## src/source/rv_pkg.sv

```systemverilog
package rv_pkg;

   localparam int xlen       = 32;
   localparam int imem_words = 256;
   localparam int dmem_words = 256;
   localparam int imem_aw    = $clog2(imem_words);
   localparam int dmem_aw    = $clog2(dmem_words);

   // major opcodes of the supported subset
   localparam logic [6:0] opc_reg    = 7'b0110011;
   localparam logic [6:0] opc_imm    = 7'b0010011;
   localparam logic [6:0] opc_lui    = 7'b0110111;
   localparam logic [6:0] opc_load   = 7'b0000011;
   localparam logic [6:0] opc_store  = 7'b0100011;
   localparam logic [6:0] opc_branch = 7'b1100011;
   localparam logic [6:0] opc_jal    = 7'b1101111;
   localparam logic [6:0] opc_jalr   = 7'b1100111;

   // op_nop must stay at zero, a cleared register is a bubble
   typedef enum logic [4:0] {
      op_nop,
      op_add, op_sub, op_and, op_or, op_xor, op_slt, op_sll, op_srl,
      op_addi, op_andi, op_ori, op_xori, op_slti,
      op_lui,
      op_lw, op_sw,
      op_beq, op_bne, op_blt,
      op_jal, op_jalr
   } op_e;

   typedef enum logic [1:0] {
      fwd_none,
      fwd_mem,
      fwd_wb
   } fwd_e;

   typedef struct packed {
      logic [6:0] funct7;
      logic [4:0] rs2;
      logic [4:0] rs1;
      logic [2:0] funct3;
      logic [4:0] rd;
      logic [6:0] opcode;
   } r_fmt_t;

   typedef struct packed {
      logic [11:0] imm_11_0;
      logic [4:0]  rs1;
      logic [2:0]  funct3;
      logic [4:0]  rd;
      logic [6:0]  opcode;
   } i_fmt_t;

   typedef struct packed {
      logic [6:0] imm_11_5;
      logic [4:0] rs2;
      logic [4:0] rs1;
      logic [2:0] funct3;
      logic [4:0] imm_4_0;
      logic [6:0] opcode;
   } s_fmt_t;

   typedef struct packed {
      logic       imm_12;
      logic [5:0] imm_10_5;
      logic [4:0] rs2;
      logic [4:0] rs1;
      logic [2:0] funct3;
      logic [3:0] imm_4_1;
      logic       imm_11;
      logic [6:0] opcode;
   } b_fmt_t;

   // one instruction word seen in each of its formats
   typedef union packed {
      r_fmt_t r_fmt;
      i_fmt_t i_fmt;
      s_fmt_t s_fmt;
      b_fmt_t b_fmt;
   } insn_u;

   typedef struct packed {
      logic [xlen-1:0] pc;
      logic [4:0]      rs1;
      logic [4:0]      rs2;
      logic [4:0]      rd;
      logic [xlen-1:0] op1;
      logic [xlen-1:0] op2;
      logic [xlen-1:0] imm;
      op_e             op;
      logic            reg_write;
      logic            mem_read;
      logic            mem_write;
   } id_ex_t;

   typedef struct packed {
      logic [4:0]      rd;
      logic [xlen-1:0] result;
      logic            reg_write;
   } mem_wb_t;

endpackage
```

## src/source/hazard_unit.sv

```systemverilog
`timescale 1ns/1ps

module hazard_unit (
   input  logic [4:0]   ex_rs1_i,
   input  logic [4:0]   ex_rs2_i,
   input  logic [4:0]   id_rs1_i,
   input  logic [4:0]   id_rs2_i,
   input  logic         ex_mem_read_i,
   input  logic [4:0]   ex_rd_i,
   input  logic [4:0]   mem_rd_i,
   input  logic         mem_write_i,
   input  logic [4:0]   wb_rd_i,
   input  logic         wb_write_i,
   output rv_pkg::fwd_e fwd1_o,
   output rv_pkg::fwd_e fwd2_o,
   output logic         stall_o
);
   import rv_pkg::*;

   // memory stage holds the younger result so it wins
   always_comb begin
      fwd1_o = fwd_none;
      if (ex_rs1_i != 5'd0 && mem_write_i && mem_rd_i == ex_rs1_i) begin
         fwd1_o = fwd_mem;
      end else if (ex_rs1_i != 5'd0 && wb_write_i && wb_rd_i == ex_rs1_i) begin
         fwd1_o = fwd_wb;
      end
   end

   always_comb begin
      fwd2_o = fwd_none;
      if (ex_rs2_i != 5'd0 && mem_write_i && mem_rd_i == ex_rs2_i) begin
         fwd2_o = fwd_mem;
      end else if (ex_rs2_i != 5'd0 && wb_write_i && wb_rd_i == ex_rs2_i) begin
         fwd2_o = fwd_wb;
      end
   end

   // loaded data only exists from writeback on
   assign stall_o = ex_mem_read_i && ex_rd_i != 5'd0 &&
                    (ex_rd_i == id_rs1_i || ex_rd_i == id_rs2_i);

endmodule

```

## config.mk

```make
export PLATFORM = sky130hd
export DESIGN_NAME = hazard_unit
export DESIGN_NICKNAME = d
export VERILOG_FILES = /design/src/source/rv_pkg.sv /design/src/source/hazard_unit.sv
export SDC_FILE = /design/constraint.sdc
export NUM_CORES = 1
export LEC_CHECK = 0
export ABC_AREA = 1
export CORE_AREA = 2 2 39 41
export DETAILED_ROUTE_END_ITERATION = 8
export DIE_AREA = 0 0 41 43
export DONT_BUFFER_PORTS = 1
export PLACE_DENSITY = 0.64
export REMOVE_ABC_BUFFERS = 1
export SKIP_LAST_GASP = 1
export SLEW_MARGIN = 40
export SYNTH_ARGS = -nofsm -noshare
export SYNTH_HDL_FRONTEND = slang
export SYNTH_SLANG_ARGS = --single-unit
```

## constraint.sdc

```tcl
create_clock -name vclk -period 0.8
set_clock_uncertainty 0.05 [all_clocks]
set_input_delay 0.08 -clock vclk [all_inputs]
set_output_delay 0.08 -clock vclk [all_outputs]
set_load 0.01 [all_outputs]
```

After elaboration in Yosys (flattened, before gate mapping) --
Index checks and enable logic that the tools add are counted.
Storage, ports and cells: bits in registers 0, input bits 38, output and inout bits 5, logic and storage cells 24
Cells by class: equality and inequality tests 6, multiplexer cells 4, reduce and logical (&&, ||, !) cells 14
Operators with widths (number):
- equality test 5 bit | 6
- nonzero test 5 bit | 3
- logical AND 1 bit | 10
- two-way mux 2 bit | 4
- logical OR 1 bit | 1

Logic depth before layout (Yosys ltp) --
depth in word-level cells 5, depth in mapped cells 7

Worst setup path after synthesis --
Ideal clock, no wire load.
path kind input -> output, from in mem_rd_i[1], to out fwd2_o[1], arrival 614 ps, data required time 670 ps, slack 56 ps, cell stages on the path 5, buffers on the path 0, cells stage by stage inv_1 -> o21ai_0 -> nand3b_1 -> nor2_2 -> nor2_1
Between the ends: longest elaborated chain between the ends 3
Ends and longest elaborated chain:
- start: declaration | line hazard_unit.sv:10 | input logic [4:0] mem_rd_i,
- equality test 5 bit | line hazard_unit.sv:32 | if (ex_rs2_i != 5'd0 && mem_write_i && mem_rd_i == ex_rs2_i) begin
- logical AND 1 bit | line hazard_unit.sv:32
- two-way mux 2 bit | line hazard_unit.sv:32
- end: declaration | line hazard_unit.sv:15 | output rv_pkg::fwd_e fwd2_o,
No other way between the ends.

Final worst setup path --
from in ex_rs2_i[3], to out fwd2_o[0]
Between the ends: longest elaborated chain between the ends 4, elaborated cells between the ends (all ways) 5, those cells by class eq/ne (1); mux (1); reduce/logical (3)
Ends and longest elaborated chain:
- start: declaration | line hazard_unit.sv:5 | input logic [4:0] ex_rs2_i,
- nonzero test 5 bit | line hazard_unit.sv:32
- logical AND 1 bit | line hazard_unit.sv:32
- logical AND 1 bit (*) | line hazard_unit.sv:32
- two-way mux 2 bit (*) | line hazard_unit.sv:32
Mark *: on every way between the ends. The rest lies on a longest branch, timed or not.

==> flow_summary.ini <==
[synthesis]
synth-xor-area-share_pct = 15.7
avgSynthCellArea_um2 = 4.57
synth.distinct_cells = 17
yosysTopAreaCellShare_pct = 31.6
synth_compound_area_share_pct = 9.42
syn-cell-area_um2 = 558
synth.largest_area_cell = nand2_1
synthTopCellsByArea = nand2_1 32%, xnor2_1 14%, inv_1 12%
ys_seq_area_share_pct = 0
synth_top_family_by_area = simple AND/OR/NAND/NOR gates
synth_cells = 122
synthAdderAreaFrac_pct = 0
synth_common_cells = 47 x nand2_1, 18 x inv_1, 15 x nor2_1, 9 x xnor2_1
synthSimpleGateAreaFrac_pct = 58.1
yosys.cell_count.top_type = nand2_1
yosys_warnings = 0
synthMuxAreaShare_pct = 0

[sta]
rsz0062_at_grt = yes
fin_crit_sh_pct = 100
post-route-min-period_ps = 803
worst_pin_slew_ps = 319
relSlewSlack_pct = 78.5
max_freq_ghz = 1.25
finalMaxSlewViolations = 0
hold_viol = 0
layout_setup_ws_ps = -2.54
setup_violations = 1

[placement]
port_buffers = 0
post-dp-hpwl_mm = 1.26
place_ws_ps = -6.94
gp_congestion = 0.749

[cells_and_area]
nClkBuffers = 0
n_antenna_cell = 0
fillCellCount = 158
seq_cell_count = 0
drive_gt1_share_pct = 24.4
final_net_count = 163
syn_to_final_growth_pct = 27.8
final-seq-area_um2 = 0

[critical_path]
startpoint = ex_rs2_i[3]
end_kind = primary output
criticalPathCategory = in -> out
cp.required_ps = 670
crit_end = fwd2_o[0]
critPathMaxFanout = 3
start_kind = input port
cp.arrival_ps = 670

[global_route]
grtUsageTotal_pct = 18.0
antenna_found_initial = 0
grt_pass1_wl_mm = 2.37
overflow = 0
grt_pass1_vias = 673
grt_max_degree = 6

[floorplanning]
core_um2 = 1380
start_util_pct = 40.3
die_y_um = 43
die_area_um2 = 1760
die_w_um = 41
io_pins = 43
rows = 14

[power_and_ir_drop]
vdd_drop_max_mv = 0.157
p_leak_nw = 0.370
p_per_area_nw_per_um2 = 394
p_total_mw = 0.281

[detailed_routing]
drc_errors = 0
drt_iter0_drc = 4
via_per_inst = 4.91
first_pass_iters = 4
vias = 683
wl_per_cell_um = 10.8
drt_wl_total_mm = 1.50
ant_nets = 0

[hold_path]
hp-class = in -> out
min_path_cells = 2

[status]
failed_checks = negative setup slack
status = finished, violations left

[cts]
cts_setup_buffers = 0
hold_buffers = 0

[flow_run]
cap_violations = 0
-- layout make-up --
cell class | count | area [µm²] | area share (%)
repair buffers | 1 | 7.51 | 1.05
multi-input cells | 97 | 552 | 77.4
well taps | 16 | 20.0 | 2.81
inverters | 25 | 134 | 18.8
-- metrics by stage --
step | hold WS [ps] | instances | instance area (µm²) | setup TNS, ps | utilization [%]
4_1_cts | 229 | 139 | 628 | -2.12 | 45.4
3_3_place_gp | 231 | 139 | 586 | -13.5 | 42.3
5_1_grt | 294 | 139 | 713 | -130 | 51.5
2_1_floorplan | 223 | 122 | 558 | 0 | -
6_report | 281 | 139 | 713 | -2.54 | 51.5
3_5_place_dp | 233 | 139 | 586 | -6.94 | 42.3
-- cells in the final DEF (no fill, tap or decap), drive strengths merged --
master	instances
a21oi	2
buf	1
inv	25
nand2	47
nand3	7
nand3b	1
nand4	2
nor2	18
nor2b	1
o21a	1
o21ai	7
or2	1
xnor2	9
xor2	1
-- timing repair --
action | 4_1_cts | 5_1_grt
pin swaps | 9 | 18
gates cloned | 0 | 0
endpoints found under the setup margin | 2 | 4
resized for setup | 16 | 23
-- metal layers --
layer / share of wire [%] / vias to the layer above / global-route usage [%]
li1: - / 370 / -
met1: 34 / 285 / 21.2
met2: 55 / 28 / 33.4
met3: 10 / 0 / 3.14
met4: 0 / 0 / 0
met5: 0 / - / 0
-- worst min-delay path by stage --
stage	start	endpoint	slack (ps)
after floorplan	ex_mem_read_i	stall_o	220
after global placement	ex_mem_read_i	stall_o	230
after detailed placement	ex_mem_read_i	stall_o	230
after CTS	ex_mem_read_i	stall_o	230
after global routing	ex_mem_read_i	stall_o	290
final	ex_mem_read_i	stall_o	280
-- cells by family (layout without fill, tap and decap cells) --
logic type	Yosys count	in the layout
and+or+nand+nor	77	77
buffers and inverters	25	26
AOI/OAI and AO/OA	10	10
xor gates and xnor gates	10	10
-- critical path, stage by stage --
cell and delay (ps):
inv_8 20, nand2_4 50, nand2_2 50, nor2_2 110, nand3b_1 90, nor2_2 130, buf_4 140
-- where the power goes --
group	switching [mW]	internal [mW]	leakage, nW
logic	0.136	0.145	0.370
clock network	0	0	0
registers	0	0	0
total	0.136	0.145	0.370
Note: power is estimated with default switching activity, not from simulation.
