## src/source/rv_pkg.sv

```systemverilog
package rv_pkg;

   localparam int xlen       = 32;
   localparam int imem_words = 256;
   localparam int dmem_words = 256;
   localparam int imem_aw    = $clog2(imem_words);
   localparam int dmem_aw    = $clog2(dmem_words);

   // major opcodes of the supported subset
   localparam logic [6:0] opc_reg    = 7'b0110011;
   localparam logic [6:0] opc_imm    = 7'b0010011;
   localparam logic [6:0] opc_lui    = 7'b0110111;
   localparam logic [6:0] opc_load   = 7'b0000011;
   localparam logic [6:0] opc_store  = 7'b0100011;
   localparam logic [6:0] opc_branch = 7'b1100011;
   localparam logic [6:0] opc_jal    = 7'b1101111;
   localparam logic [6:0] opc_jalr   = 7'b1100111;

   // op_nop must stay at zero, a cleared register is a bubble
   typedef enum logic [4:0] {
      op_nop,
      op_add, op_sub, op_and, op_or, op_xor, op_slt, op_sll, op_srl,
      op_addi, op_andi, op_ori, op_xori, op_slti,
      op_lui,
      op_lw, op_sw,
      op_beq, op_bne, op_blt,
      op_jal, op_jalr
   } op_e;

   typedef enum logic [1:0] {
      fwd_none,
      fwd_mem,
      fwd_wb
   } fwd_e;

   typedef struct packed {
      logic [6:0] funct7;
      logic [4:0] rs2;
      logic [4:0] rs1;
      logic [2:0] funct3;
      logic [4:0] rd;
      logic [6:0] opcode;
   } r_fmt_t;

   typedef struct packed {
      logic [11:0] imm_11_0;
      logic [4:0]  rs1;
      logic [2:0]  funct3;
      logic [4:0]  rd;
      logic [6:0]  opcode;
   } i_fmt_t;

   typedef struct packed {
      logic [6:0] imm_11_5;
      logic [4:0] rs2;
      logic [4:0] rs1;
      logic [2:0] funct3;
      logic [4:0] imm_4_0;
      logic [6:0] opcode;
   } s_fmt_t;

   typedef struct packed {
      logic       imm_12;
      logic [5:0] imm_10_5;
      logic [4:0] rs2;
      logic [4:0] rs1;
      logic [2:0] funct3;
      logic [3:0] imm_4_1;
      logic       imm_11;
      logic [6:0] opcode;
   } b_fmt_t;

   // one instruction word seen in each of its formats
   typedef union packed {
      r_fmt_t r_fmt;
      i_fmt_t i_fmt;
      s_fmt_t s_fmt;
      b_fmt_t b_fmt;
   } insn_u;

   typedef struct packed {
      logic [xlen-1:0] pc;
      logic [4:0]      rs1;
      logic [4:0]      rs2;
      logic [4:0]      rd;
      logic [xlen-1:0] op1;
      logic [xlen-1:0] op2;
      logic [xlen-1:0] imm;
      op_e             op;
      logic            reg_write;
      logic            mem_read;
      logic            mem_write;
   } id_ex_t;

   typedef struct packed {
      logic [4:0]      rd;
      logic [xlen-1:0] result;
      logic            reg_write;
   } mem_wb_t;

endpackage
```

## src/source/decoder.sv

```systemverilog
`timescale 1ns/1ps

module decoder (
   input  rv_pkg::insn_u           insn_i,
   output logic [4:0]              rs1_o,
   output logic [4:0]              rs2_o,
   output logic [4:0]              rd_o,
   output logic [rv_pkg::xlen-1:0] imm_o,
   output rv_pkg::op_e             op_o,
   output logic                    reg_write_o,
   output logic                    mem_read_o,
   output logic                    mem_write_o
);
   import rv_pkg::*;

   logic [6:0]      opcode;
   logic [2:0]      funct3;
   logic [6:0]      funct7;
   logic [xlen-1:0] imm_i;
   logic [xlen-1:0] imm_s;
   logic [xlen-1:0] imm_b;
   logic [xlen-1:0] imm_u;
   logic [xlen-1:0] imm_j;

   assign opcode = insn_i.r_fmt.opcode;
   assign funct3 = insn_i.r_fmt.funct3;
   assign funct7 = insn_i.r_fmt.funct7;

   assign imm_i = {{20{insn_i.i_fmt.imm_11_0[11]}}, insn_i.i_fmt.imm_11_0};
   assign imm_s = {{20{insn_i.s_fmt.imm_11_5[6]}}, insn_i.s_fmt.imm_11_5,
                   insn_i.s_fmt.imm_4_0};
   assign imm_b = {{19{insn_i.b_fmt.imm_12}}, insn_i.b_fmt.imm_12, insn_i.b_fmt.imm_11,
                   insn_i.b_fmt.imm_10_5, insn_i.b_fmt.imm_4_1, 1'b0};
   // U and J fields have no view of their own, rebuilt from the R fields
   assign imm_u = {insn_i.r_fmt.funct7, insn_i.r_fmt.rs2, insn_i.r_fmt.rs1,
                   insn_i.r_fmt.funct3, 12'b0};
   assign imm_j = {{12{insn_i.r_fmt.funct7[6]}}, insn_i.r_fmt.rs1, insn_i.r_fmt.funct3,
                   insn_i.r_fmt.rs2[0], insn_i.r_fmt.funct7[5:0], insn_i.r_fmt.rs2[4:1],
                   1'b0};

   always_comb begin
      op_o        = op_nop;
      reg_write_o = 1'b0;
      mem_read_o  = 1'b0;
      mem_write_o = 1'b0;
      rd_o        = insn_i.r_fmt.rd;
      // unused sources stay at x0 so they never cause a stall
      rs1_o       = 5'd0;
      rs2_o       = 5'd0;
      imm_o       = '0;
      case (opcode)
         opc_reg: begin
            rs1_o = insn_i.r_fmt.rs1;
            rs2_o = insn_i.r_fmt.rs2;
            case ({funct7, funct3})
               {7'h00, 3'b000}: op_o = op_add;
               {7'h20, 3'b000}: op_o = op_sub;
               {7'h00, 3'b111}: op_o = op_and;
               {7'h00, 3'b110}: op_o = op_or;
               {7'h00, 3'b100}: op_o = op_xor;
               {7'h00, 3'b010}: op_o = op_slt;
               {7'h00, 3'b001}: op_o = op_sll;
               {7'h00, 3'b101}: op_o = op_srl;
               default:         op_o = op_nop;
            endcase
            reg_write_o = (op_o != op_nop);
         end
         opc_imm: begin
            rs1_o = insn_i.i_fmt.rs1;
            imm_o = imm_i;
            case (funct3)
               3'b000:  op_o = op_addi;
               3'b111:  op_o = op_andi;
               3'b110:  op_o = op_ori;
               3'b100:  op_o = op_xori;
               3'b010:  op_o = op_slti;
               default: op_o = op_nop;
            endcase
            reg_write_o = (op_o != op_nop);
         end
         opc_lui: begin
            op_o        = op_lui;
            imm_o       = imm_u;
            reg_write_o = 1'b1;
         end
         opc_load: begin
            if (funct3 == 3'b010) begin
               op_o        = op_lw;
               rs1_o       = insn_i.i_fmt.rs1;
               imm_o       = imm_i;
               reg_write_o = 1'b1;
               mem_read_o  = 1'b1;
            end
         end
         opc_store: begin
            if (funct3 == 3'b010) begin
               op_o        = op_sw;
               rs1_o       = insn_i.s_fmt.rs1;
               rs2_o       = insn_i.s_fmt.rs2;
               imm_o       = imm_s;
               mem_write_o = 1'b1;
            end
         end
         opc_branch: begin
            rs1_o = insn_i.b_fmt.rs1;
            rs2_o = insn_i.b_fmt.rs2;
            imm_o = imm_b;
            case (funct3)
               3'b000:  op_o = op_beq;
               3'b001:  op_o = op_bne;
               3'b100:  op_o = op_blt;
               default: op_o = op_nop;
            endcase
         end
         opc_jal: begin
            op_o        = op_jal;
            imm_o       = imm_j;
            reg_write_o = 1'b1;
         end
         opc_jalr: begin
            if (funct3 == 3'b000) begin
               op_o        = op_jalr;
               rs1_o       = insn_i.i_fmt.rs1;
               imm_o       = imm_i;
               reg_write_o = 1'b1;
            end
         end
         default: begin
            op_o = op_nop;
         end
      endcase
   end

endmodule

```

## config.mk

```make
export PLATFORM = sky130hd
export DESIGN_NAME = decoder
export DESIGN_NICKNAME = d
export VERILOG_FILES = /design/src/source/rv_pkg.sv /design/src/source/decoder.sv
export SDC_FILE = /design/constraint.sdc
export NUM_CORES = 1
export LEC_CHECK = 0
export ABC_CLOCK_PERIOD_IN_PS = 3000
export BUFFER_PORTS_ARGS = -buffer_cell sky130_fd_sc_hd__buf_2
export CAP_MARGIN = 20
export CORE_AREA = 5 5 58 55
export DETAILED_ROUTE_END_ITERATION = 8
export DIE_AREA = 0 0 63 60
export GPL_TIMING_DRIVEN = 1
export PLACE_DENSITY = 0.89
export SLEW_MARGIN = 20
export SYNTH_ARGS = -nofsm -noshare
export SYNTH_HDL_FRONTEND = slang
export SYNTH_SLANG_ARGS = --single-unit
```

## constraint.sdc

```tcl
create_clock -name vclk -period 3
set_clock_uncertainty 0.2 [all_clocks]
set_input_delay 0.3 -clock vclk [all_inputs]
set_output_delay 0.3 -clock vclk [all_outputs]
set_load 0.02 [all_outputs]
```

==> Word level (Yosys, flattened, before mapping) <==
Index checks and enable logic that the tools add are counted.
{ "word_totals": {"ff_bits": 0, "in_bits": 32, "out_inout_bits": 55, "word_cells": 51} }
{ "classes": {"n_eq_ne": 20, "mux": 23, "n_reduce_logical": 8} }
{ "op_table": {"columns": ["operator", "count"], "rows": [
  ["$pmux 32 s7", 1],
  ["$mux 32", 3],
  ["$eq 10x3->1 const B", 4],
  ["$pmux 5 s8", 1],
  ["$mux 5", 7],
  ["$pmux 4 s8", 1],
  ["$pmux 5 s3", 2],
  ["$eq 7x6->1 const B", 3],
  ["$eq 7x7->1 const B", 3],
  ["$pmux 4 s5", 1],
  ["$eq 10x1->1 const B", 1],
  ["$eq 10x2->1 const B", 1],
  ["$eq 10x9->1 const B", 1],
  ["$logic_not 10->1", 1],
  ["$pmux 5 s2", 1],
  ["$reduce_bool 5->1", 2],
  ["$eq 3x3->1 const B", 3],
  ["$eq 7x2->1 const B", 1],
  ["$eq 7x5->1 const B", 1],
  ["$reduce_or 2->1", 3],
  ["$pmux 1 s5", 1],
  ["$mux 1", 4],
  ["$mux 4", 1],
  ["$eq 3x1->1 const B", 1],
  ["other kinds (3)", 3]
]} }

==> Logic depth before layout (Yosys ltp) <==
Gate-level depths: netlist (run 1).
{ "depth": {"ltp_word": 5, "depth_mapped": 7, "depth_no_buf": 5} }

==> Least setup slack after synthesis (run 1) <==
OpenSTA, ideal clock, no wires.
{ "synth_path": {"kind": "input port to output port", "startpoint": "in insn_i[3] (netlist bit)", "endpoint": "out op_o[2]", "arrival_ps": 1851, "path_slack_ps": 649, "path_stages": 4, "path_cell_list": "buf_6 nand4bb_4 or3_4 o311ai_0"} }
{ "synth_via": {"elab_chain_len": 2} }
{ "synth_rtl": {"columns": ["item", "line_no", "source"], "rows": [
  ["start: declaration", "decoder.sv:4", "input rv_pkg::insn_u insn_i,"],
  ["$eq 7x7->1, or another cell as far along", "decoder.sv:51", "case (opcode)"],
  ["$pmux 5 s8 (*)", "decoder.sv:51", null],
  ["end: declaration", "decoder.sv:9", "output rv_pkg::op_e op_o,"]
]} }
Mark *: on every way between the ends. The rest lies on a longest branch, timed or not.

==> Worst setup path in the final report (run 1) <==
{ "layout_path": {"startpoint": "in insn_i[13] (netlist bit)", "endpoint": "out rs2_o[4]"} }
{ "layout_via": {"elab_chain_len": 3} }
{ "layout_rtl": {"columns": ["item", "line_no", "source"], "rows": [
  ["$eq 3x2->1", "decoder.sv:96", "if (funct3 == 3'b010) begin"],
  ["$mux 5", "decoder.sv:96", null],
  ["$pmux 5 s2", "decoder.sv:51", null],
  ["end: declaration", "decoder.sv:6", "output logic [4:0] rs2_o,"]
]} }
No other way between the ends.

==> metrics.md, run 1 <==
| Metric | Value |
|---|---|
| Clk_buf instances | `0` |
| Area added between synthesis and finish | `33.4%` |
| Number of filler cells placed in the layout | `280` |
| Initial Utilization | `0.417` |
| Final setup viols | `0` |
| First-pass GRT wire length | `5710 um` |
| Final WL | `3690 um` |
| Nets | `260` |
| Crit. End Element | `output port` |
| WL per Instance | `between 10 and 15 um` |
| Slew @ Worst Pin | `approximately 0.53 ns` |
| Die height | `60 um` |
| Slew HR | `0.648` |
| Netlist cell types | `49` |
| Leakage power | `between 0.9 and 1 nW` |
| Number of top-level pins | `87` |
| Die area | `3780 um^2` |
| PnR worst setup slack | `0.601 ns` |
| Ratio of final minimum period to clock period | `0.800` |
| Sw power | `roughly 0.000075 W` |
| Path type of the worst setup path | `in -> out` |
| Top cells by area, synth | `a21o_1 13%, and2_1 6.4%, buf_4 6.3%` |
| Congestion Overflow GR | `0` |
| Vias in the first global route | `1250` |
| Synthesized cell area | `1080 um^2` |
| Synth top area share | `0.125` |
| Crit path DAT | `1.90 ns` |
| Max Clk Rate | `417 MHz` |
| Post-synth top area cell | `a21o_1` |
| Hold crit path type | `in -> out` |
| Switching share of power | `0.601` |
| Status | `finished, final reports clean` |
| Ys Warns | `0` |
| Startpoint class of the critical path | `input pin` |
| Vias | `1428` |
| Setup TNS | `0 ns` |
| Die W | `63 um` |
| Post-cts sizing count | `0` |
| Fin. max-slew vios | `0` |
| Seq pwr share | `0` |
| Final Hold Vio Count | `0` |
| WP data required | `2.50 ns` |
| Hold Path Cell Cnt | `2` |
| Internal Power | `about 0.000050 W` |
| Comb pwr share | `1.000` |
| N_diodes | `0` |
| Setup crit end | `rs2_o[4]` |
| Initial antenna violation count | `0` |
| GR Util All Layers | `0.176` |
| Final core occ | `0.556` |
| Max_cap viols | `0` |
| Final RePlAce weighted congestion | `0.936` |
| IO Port Bufs | `87` |
| Final Hold Slack | `0.638 ns` |
| Min Tclk post-route | `2.40 ns` |
| Register area | `0 um^2` |
| Post-synthesis sequential area ratio | `0` |
| Largest net degree at the start of global routing | `14` |
| HPWL Detailed | `3090 um` |
| Hold_buf cts | `0` |
| Post-place setup slack | `slightly above 0.6 ns` |
| Site Rows | `18` |
| Crit path launch | `insn_i[13]` |
| Synth Instances | `154` |
| Layout cells sized above 1 | `0.473` |
| Area of the core | `2590 um^2` |
| Cell Pwr Density | `86.3 nW/um^2` |
| Syn Nets | `186` |
| CP max FO | `11` |
| Iter 0 DRT Violations | `76` |
| First-pass iteration count of the detailed router | `4` |
| DRC violations left | `0` |
| Setup Fix Bufs, Post-CTS | `0` |
| Worst vdd ir | `0.0577 mV` |
| Final ANT Viol Nets | `0` |
| Total number of sequential cells | `0` |
| RSZ-0062 raised after global routing | `false` |
| Clock share of power | `0` |
| Via-to-Cell Ratio | `approximately 5.6` |
| Average size of a mapped cell | `approximately 7 um^2` |
stage by stage:
| stage | instances | power [W] | cell area (um^2) |
|---|---|---|---|
| 2_1_floorplan | 154 | 0.0000839 | 1080 |
| 4_1_cts | 256 | 0.000124 | 1440 |
| 5_1_grt | 256 | 0.000137 | 1440 |
| 3_5_place_dp | 256 | 0.000123 | 1440 |
| 6_report | 256 | 0.000124 | 1440 |
| 3_3_place_gp | 256 | 0.000121 | 1440 |
placed cells by master, fill, tap and decap left out, drive strengths merged, types with 2 or more instances in the layout:
cell type,n
a22o,5
o21ai,9
buf,88
and3,2
a21o,19
nand2b,6
nand3b,3
xnor2,3
a211oi,4
nor2,14
nor3b,3
nand2,7
or2,2
nor2b,10
nand3,6
nor3,4
and4bb,2
nand4,2
a21oi,9
and2,11
layer usage:
metal | GRT usage | wire [um]
met2 | 0.325 | 1960
met5 | 0 | 0
met4 | 0.0273 | 16
met3 | 0.0226 | 316
met1 | 0.223 | 1400
cells by family after synthesis:
| logic type | Yosys count | synth area share |
|---|---|---|
| xor+xnor | 4 | 0.0325 |
| simple gates | 79 | 0.481 |
| compound gates | 54 | 0.372 |
| buf+inv | 17 | 0.115 |
cell type report:
class,count,area [um^2],share of cell area
Multi-Input combinational cell,137,956,0.664
Timing Repair Buffer,88,443,0.308
Tap cell,30,37.5,0.0261
Inverter,1,3.75,0.00261
power by group through the flow:
stage / sequential [W] / combinational (W) / clock, W
2_1_floorplan: 0 / 0.0000839 / 0
3_3_place_gp: 0 / 0.000121 / 0
3_5_place_dp: 0 / 0.000123 / 0
4_1_cts: 0 / 0.000124 / 0
5_1_grt: 0 / 0.000137 / 0
6_report: 0 / 0.000124 / 0
critical path, cell delays in order:
cell	delay, ns
buf_2	0.18
nor3b_2	0.41
nor3_1	0.15
a211oi_1	0.50
and2_1	0.20
buf_2	0.16
synthesized netlist by cell type, types with 2 or more instances:
library cell,count
a21o_1,18
a22o_1,5
nand3b_1,2
buf_4,9
or2_2,2
and2_1,11
a21oi_1,8
nor3_1,4
nand2b_2,2
nor2b_1,10
nor3b_2,2
nand3_1,6
nand4_1,2
o21ai_1,3
a211oi_1,3
xnor2_1,3
nand2_1,7
nand2b_1,4
buf_6,3
buf_2,3
o21ai_0,6
nor2_1,14
worst min-delay path by stage:
stage               startpoint       to  slack [ns]
global route         insn_i[9]  rd_o[2]        0.64
CTS                  insn_i[9]  rd_o[2]        0.64
finish               insn_i[9]  rd_o[2]        0.64
detailed placement   insn_i[9]  rd_o[2]        0.64
floorplan            insn_i[7]  rd_o[0]        0.51
global placement    insn_i[10]  rd_o[3]        0.64
Power figures use the tool's default switching activity.
==> run 2: changes to the inputs <==
--- a/config.mk
+++ b/config.mk
@@ -5,14 +5,15 @@
 export SDC_FILE = /design/constraint.sdc
 export NUM_CORES = 1
 export LEC_CHECK = 0
-export ABC_CLOCK_PERIOD_IN_PS = 3000
+export ABC_AREA = 1
+export ABC_CLOCK_PERIOD_IN_PS = 2250
 export BUFFER_PORTS_ARGS = -buffer_cell sky130_fd_sc_hd__buf_2
 export CAP_MARGIN = 20
-export CORE_AREA = 5 5 58 55
+export CORE_AREA = 5 5 66 62
 export DETAILED_ROUTE_END_ITERATION = 8
-export DIE_AREA = 0 0 63 60
+export DIE_AREA = 0 0 71 67
 export GPL_TIMING_DRIVEN = 1
-export PLACE_DENSITY = 0.89
+export PLACE_DENSITY = 0.83
 export SLEW_MARGIN = 20
 export SYNTH_ARGS = -nofsm -noshare
 export SYNTH_HDL_FRONTEND = slang
==> constraint.sdc (replaced) <==
create_clock -name vclk -period 2.25
set_clock_uncertainty 0.2 [all_clocks]
set_input_delay 0.225 -clock vclk [all_inputs]
set_output_delay 0.225 -clock vclk [all_outputs]
set_load 0.02 [all_outputs]
==> run 2 against run 1 <==
Count of clock-buffer cells in the layout unchanged. Area after synthesis rose by 37%. Largest cell class unchanged. Worst hold slack worse by 0.16 ns. Critical endpoint is now rs2_o[1]. Critical path depth rose by 4. Largest power group unchanged. Combinational power rose by 27%. Die area grew 26%. Final cell count is 71% higher.
==> metrics.md, run 2 <==
| Metric | Value |
|---|---|
| Crit path launch | `insn_i[1] (was insn_i[13])` |
| Total number of sequential cells | `0 (unchanged)` |
| Ys Warns | `0 (unchanged)` |
| Max_cap viols | `0 (unchanged)` |
| Top cells by area, synth | `nand2_1 18%, nand3_1 17%, nor2_1 14% (was a21o_1 13%, and2_1 6.4%, buf_4 6.3%)` |
| Area after DPL | `1920 um^2 (was 1440 um^2)` |
| HPWL Detailed | `4350 um (was 3090 um)` |
| Post-synthesis sequential area ratio | `0 (unchanged)` |
| Clock share of power | `0 (about the same)` |
| Sw power | `0.000107 W (was 0.0000747 W)` |
| Register area | `0 um^2 (unchanged)` |
| Area of the core | `3300 um^2 (was 2590 um^2)` |
| Netlist cell types | `24 (was 49)` |
| Via-to-Cell Ratio | `5.25 (was 5.58)` |
| Synth Instances | `316 (was 154)` |
| WP data required | `1.82 ns (was 2.50 ns)` |
| Average size of a mapped cell | `4.68 um^2 (was 7.01 um^2)` |
| Design Power | `0.000158 W (was 0.000124 W)` |
| Vias | `2303 (was 1428)` |
| Post-synth top area cell | `nand2_1 (was a21o_1)` |
| Site Rows | `20 (was 18)` |
| Max Clk Rate | `489 MHz` |
| Slew HR | `0.729 (was 0.648)` |
| Synth top cells by count | `69 x nand2_1, 54 x nor2_1, 49 x nand3_1 (was 18 x a21o_1, 14 x nor2_1, 11 x and2_1)` |
| Number of filler cells placed in the layout | `367 (was 280)` |
| Clk_buf instances | `0 (unchanged)` |
| Number of top-level pins | `87 (unchanged)` |
| Hold crit path type | `in -> out (unchanged)` |
| Synthesized cell area | `1480 um^2 (was 1080 um^2)` |
| Vias in the first global route | `1947 (was 1250)` |
| Hold Path Cell Cnt | `2 (unchanged)` |
| N_diodes | `0 (unchanged)` |
| Status | `finished, final reports clean (unchanged)` |
| Internal Power | `0.0000511 W (was 0.0000496 W)` |
| Final WL | `5270 um (was 3690 um)` |
| Ratio of final minimum period to clock period | `0.910` |
| Fin. max-slew vios | `0 (unchanged)` |
| RSZ-0062 raised after global routing | `false (unchanged)` |
| Multi-input logic area | `1190 um^2 (was 956 um^2)` |
| Min Tclk post-route | `between 2 and 2.5 ns` |
| WL per Instance | `12.0 um (was 14.4 um)` |
| Crit path DAT | `1.62 ns (was 1.90 ns)` |
| Layout cells sized above 1 | `0.299 (was 0.473)` |
| Most common cell after layout, fill and taps aside | `buf_2 (unchanged)` |
| Final Hold Slack | `0.482 ns (was 0.638 ns)` |
| Crit. End Element | `output port (unchanged)` |
| Congestion Overflow GR | `0 (unchanged)` |
| Iter 0 DRT Violations | `187 (was 76)` |
| Inst Count DP | `439 (was 256)` |
| First-pass GRT wire length | `8500 um (was 5710 um)` |
| Comb pwr share | `1.000 (about the same)` |
| Seq pwr share | `0 (about the same)` |
| DRC violations left | `0 (unchanged)` |
| Startpoint class of the critical path | `input pin (unchanged)` |
| CP max FO | `8 (was 11)` |
| First-pass iteration count of the detailed router | `5 (was 4)` |
| Switching share of power | `0.676 (was 0.601)` |
| Die W | `71 um (was 63 um)` |
| IO Port Bufs | `87 (unchanged)` |
| Leakage power | `1.28 nW (was 0.907 nW)` |
| Non-filler cells, final | `439 (was 256)` |
| Worst vdd ir | `0.0452 mV (was 0.0577 mV)` |
| Slew @ Worst Pin | `0.404 ns (was 0.525 ns)` |
| Post-route cell area | `1920 um^2 (was 1440 um^2)` |
| Final Hold Vio Count | `0 (unchanged)` |
| Initial Utilization | `0.447 (was 0.417)` |
| GR Util All Layers | `0.209 (was 0.176)` |
| Die area | `4760 um^2 (was 3780 um^2)` |
| Hold_buf cts | `0 (unchanged)` |
| Setup crit end | `rs2_o[1] (was rs2_o[4])` |
| Cell Pwr Density | `82.0 nW/um^2 (was 86.3 nW/um^2)` |
| Initial antenna violation count | `0 (unchanged)` |
| Synth top area share | `0.175 (was 0.125)` |
| Final setup viols | `0 (unchanged)` |
| Commonest non-fill, non-tap cells in the layout | `87 x buf_2, 69 x nand2_1, 53 x nor2_1 (was 87 x buf_2, 18 x a21o_1, 14 x nor2_1)` |
| Most numerous cell in the Yosys netlist | `nand2_1 (was a21o_1)` |
| Nets | `429 (was 260)` |
| Largest net degree at the start of global routing | `17 (was 14)` |
| Die height | `67 um (was 60 um)` |
| Syn Nets | `348 (was 186)` |
| Final ANT Viol Nets | `0 (unchanged)` |
| Area added between synthesis and finish | `30.2% (was 33.4%)` |
| Setup TNS | `0 ns (unchanged)` |
| Path type of the worst setup path | `in -> out (unchanged)` |
| Final RePlAce weighted congestion | `0.923 (was 0.936)` |
==> run 2: worst min-delay path by stage <==
| stage | start | to | slack, ns |
|---|---|---|---|
| after global routing | insn_i[8] | rd_o[1] | 0.49 |
| after CTS | insn_i[8] | rd_o[1] | 0.48 |
| after global placement | insn_i[10] | rd_o[3] | 0.48 |
| after detailed placement | insn_i[8] | rd_o[1] | 0.48 |
| final | insn_i[8] | rd_o[1] | 0.48 |
| after floorplan | insn_i[7] | rd_o[0] | 0.36 |
==> run 2: kinds of logic after synthesis <==
| group | synth area share |
|---|---|
| compound gates | 0.231 |
| simple gates | 0.572 |
| buf+inv | 0.196 |
==> run 2: worst max-delay path: stages <==
cell and delay, ns:
buf_2 0.09, nand2_1 0.06, inv_2 0.05, nand2_2 0.16
nor2_4 0.09, nand2_1 0.21, inv_1 0.14, nor3_2 0.34
nor2_1 0.09, buf_2 0.17
==> run 2: cell type report <==
class / count / share of cell area
multi-input combinational: 254 / 0.618
timing repair buffer: 98 / 0.269
inverter: 43 / 0.0839
tap: 44 / 0.0286
==> run 2: layer usage <==
metal  global-route usage  up-vias  share of wire
met2                0.359      117           0.45
met3               0.0287        6          0.097
met5                    0        -              0
met1                0.283     1005           0.44
met4               0.0258        0         0.0097
li1                     -     1175              -
==> run 2: timing repair <==
item,4_1_cts,5_1_grt
resized for setup,0,1
endpoints found under the setup margin,0,1
buffers inserted,0,0
==> run 2: power by group through the flow <==
stage / clock (W) / sequential, W / combinational, W
after floorplan: 0 / 0 / 0.0000888
after global placement: 0 / 0 / 0.000153
after detailed placement: 0 / 0 / 0.000155
after CTS: 0 / 0 / 0.000156
after global routing: 0 / 0 / 0.000173
final: 0 / 0 / 0.000158
==> run 2: per-stage QoR <==
stage,setup WS [ns],util
floorplan,0.481,-
global placement,0.201,0.582
detailed placement,0.191,0.582
CTS,0.181,0.582
global route,0.0822,0.583
finish,0.203,0.583
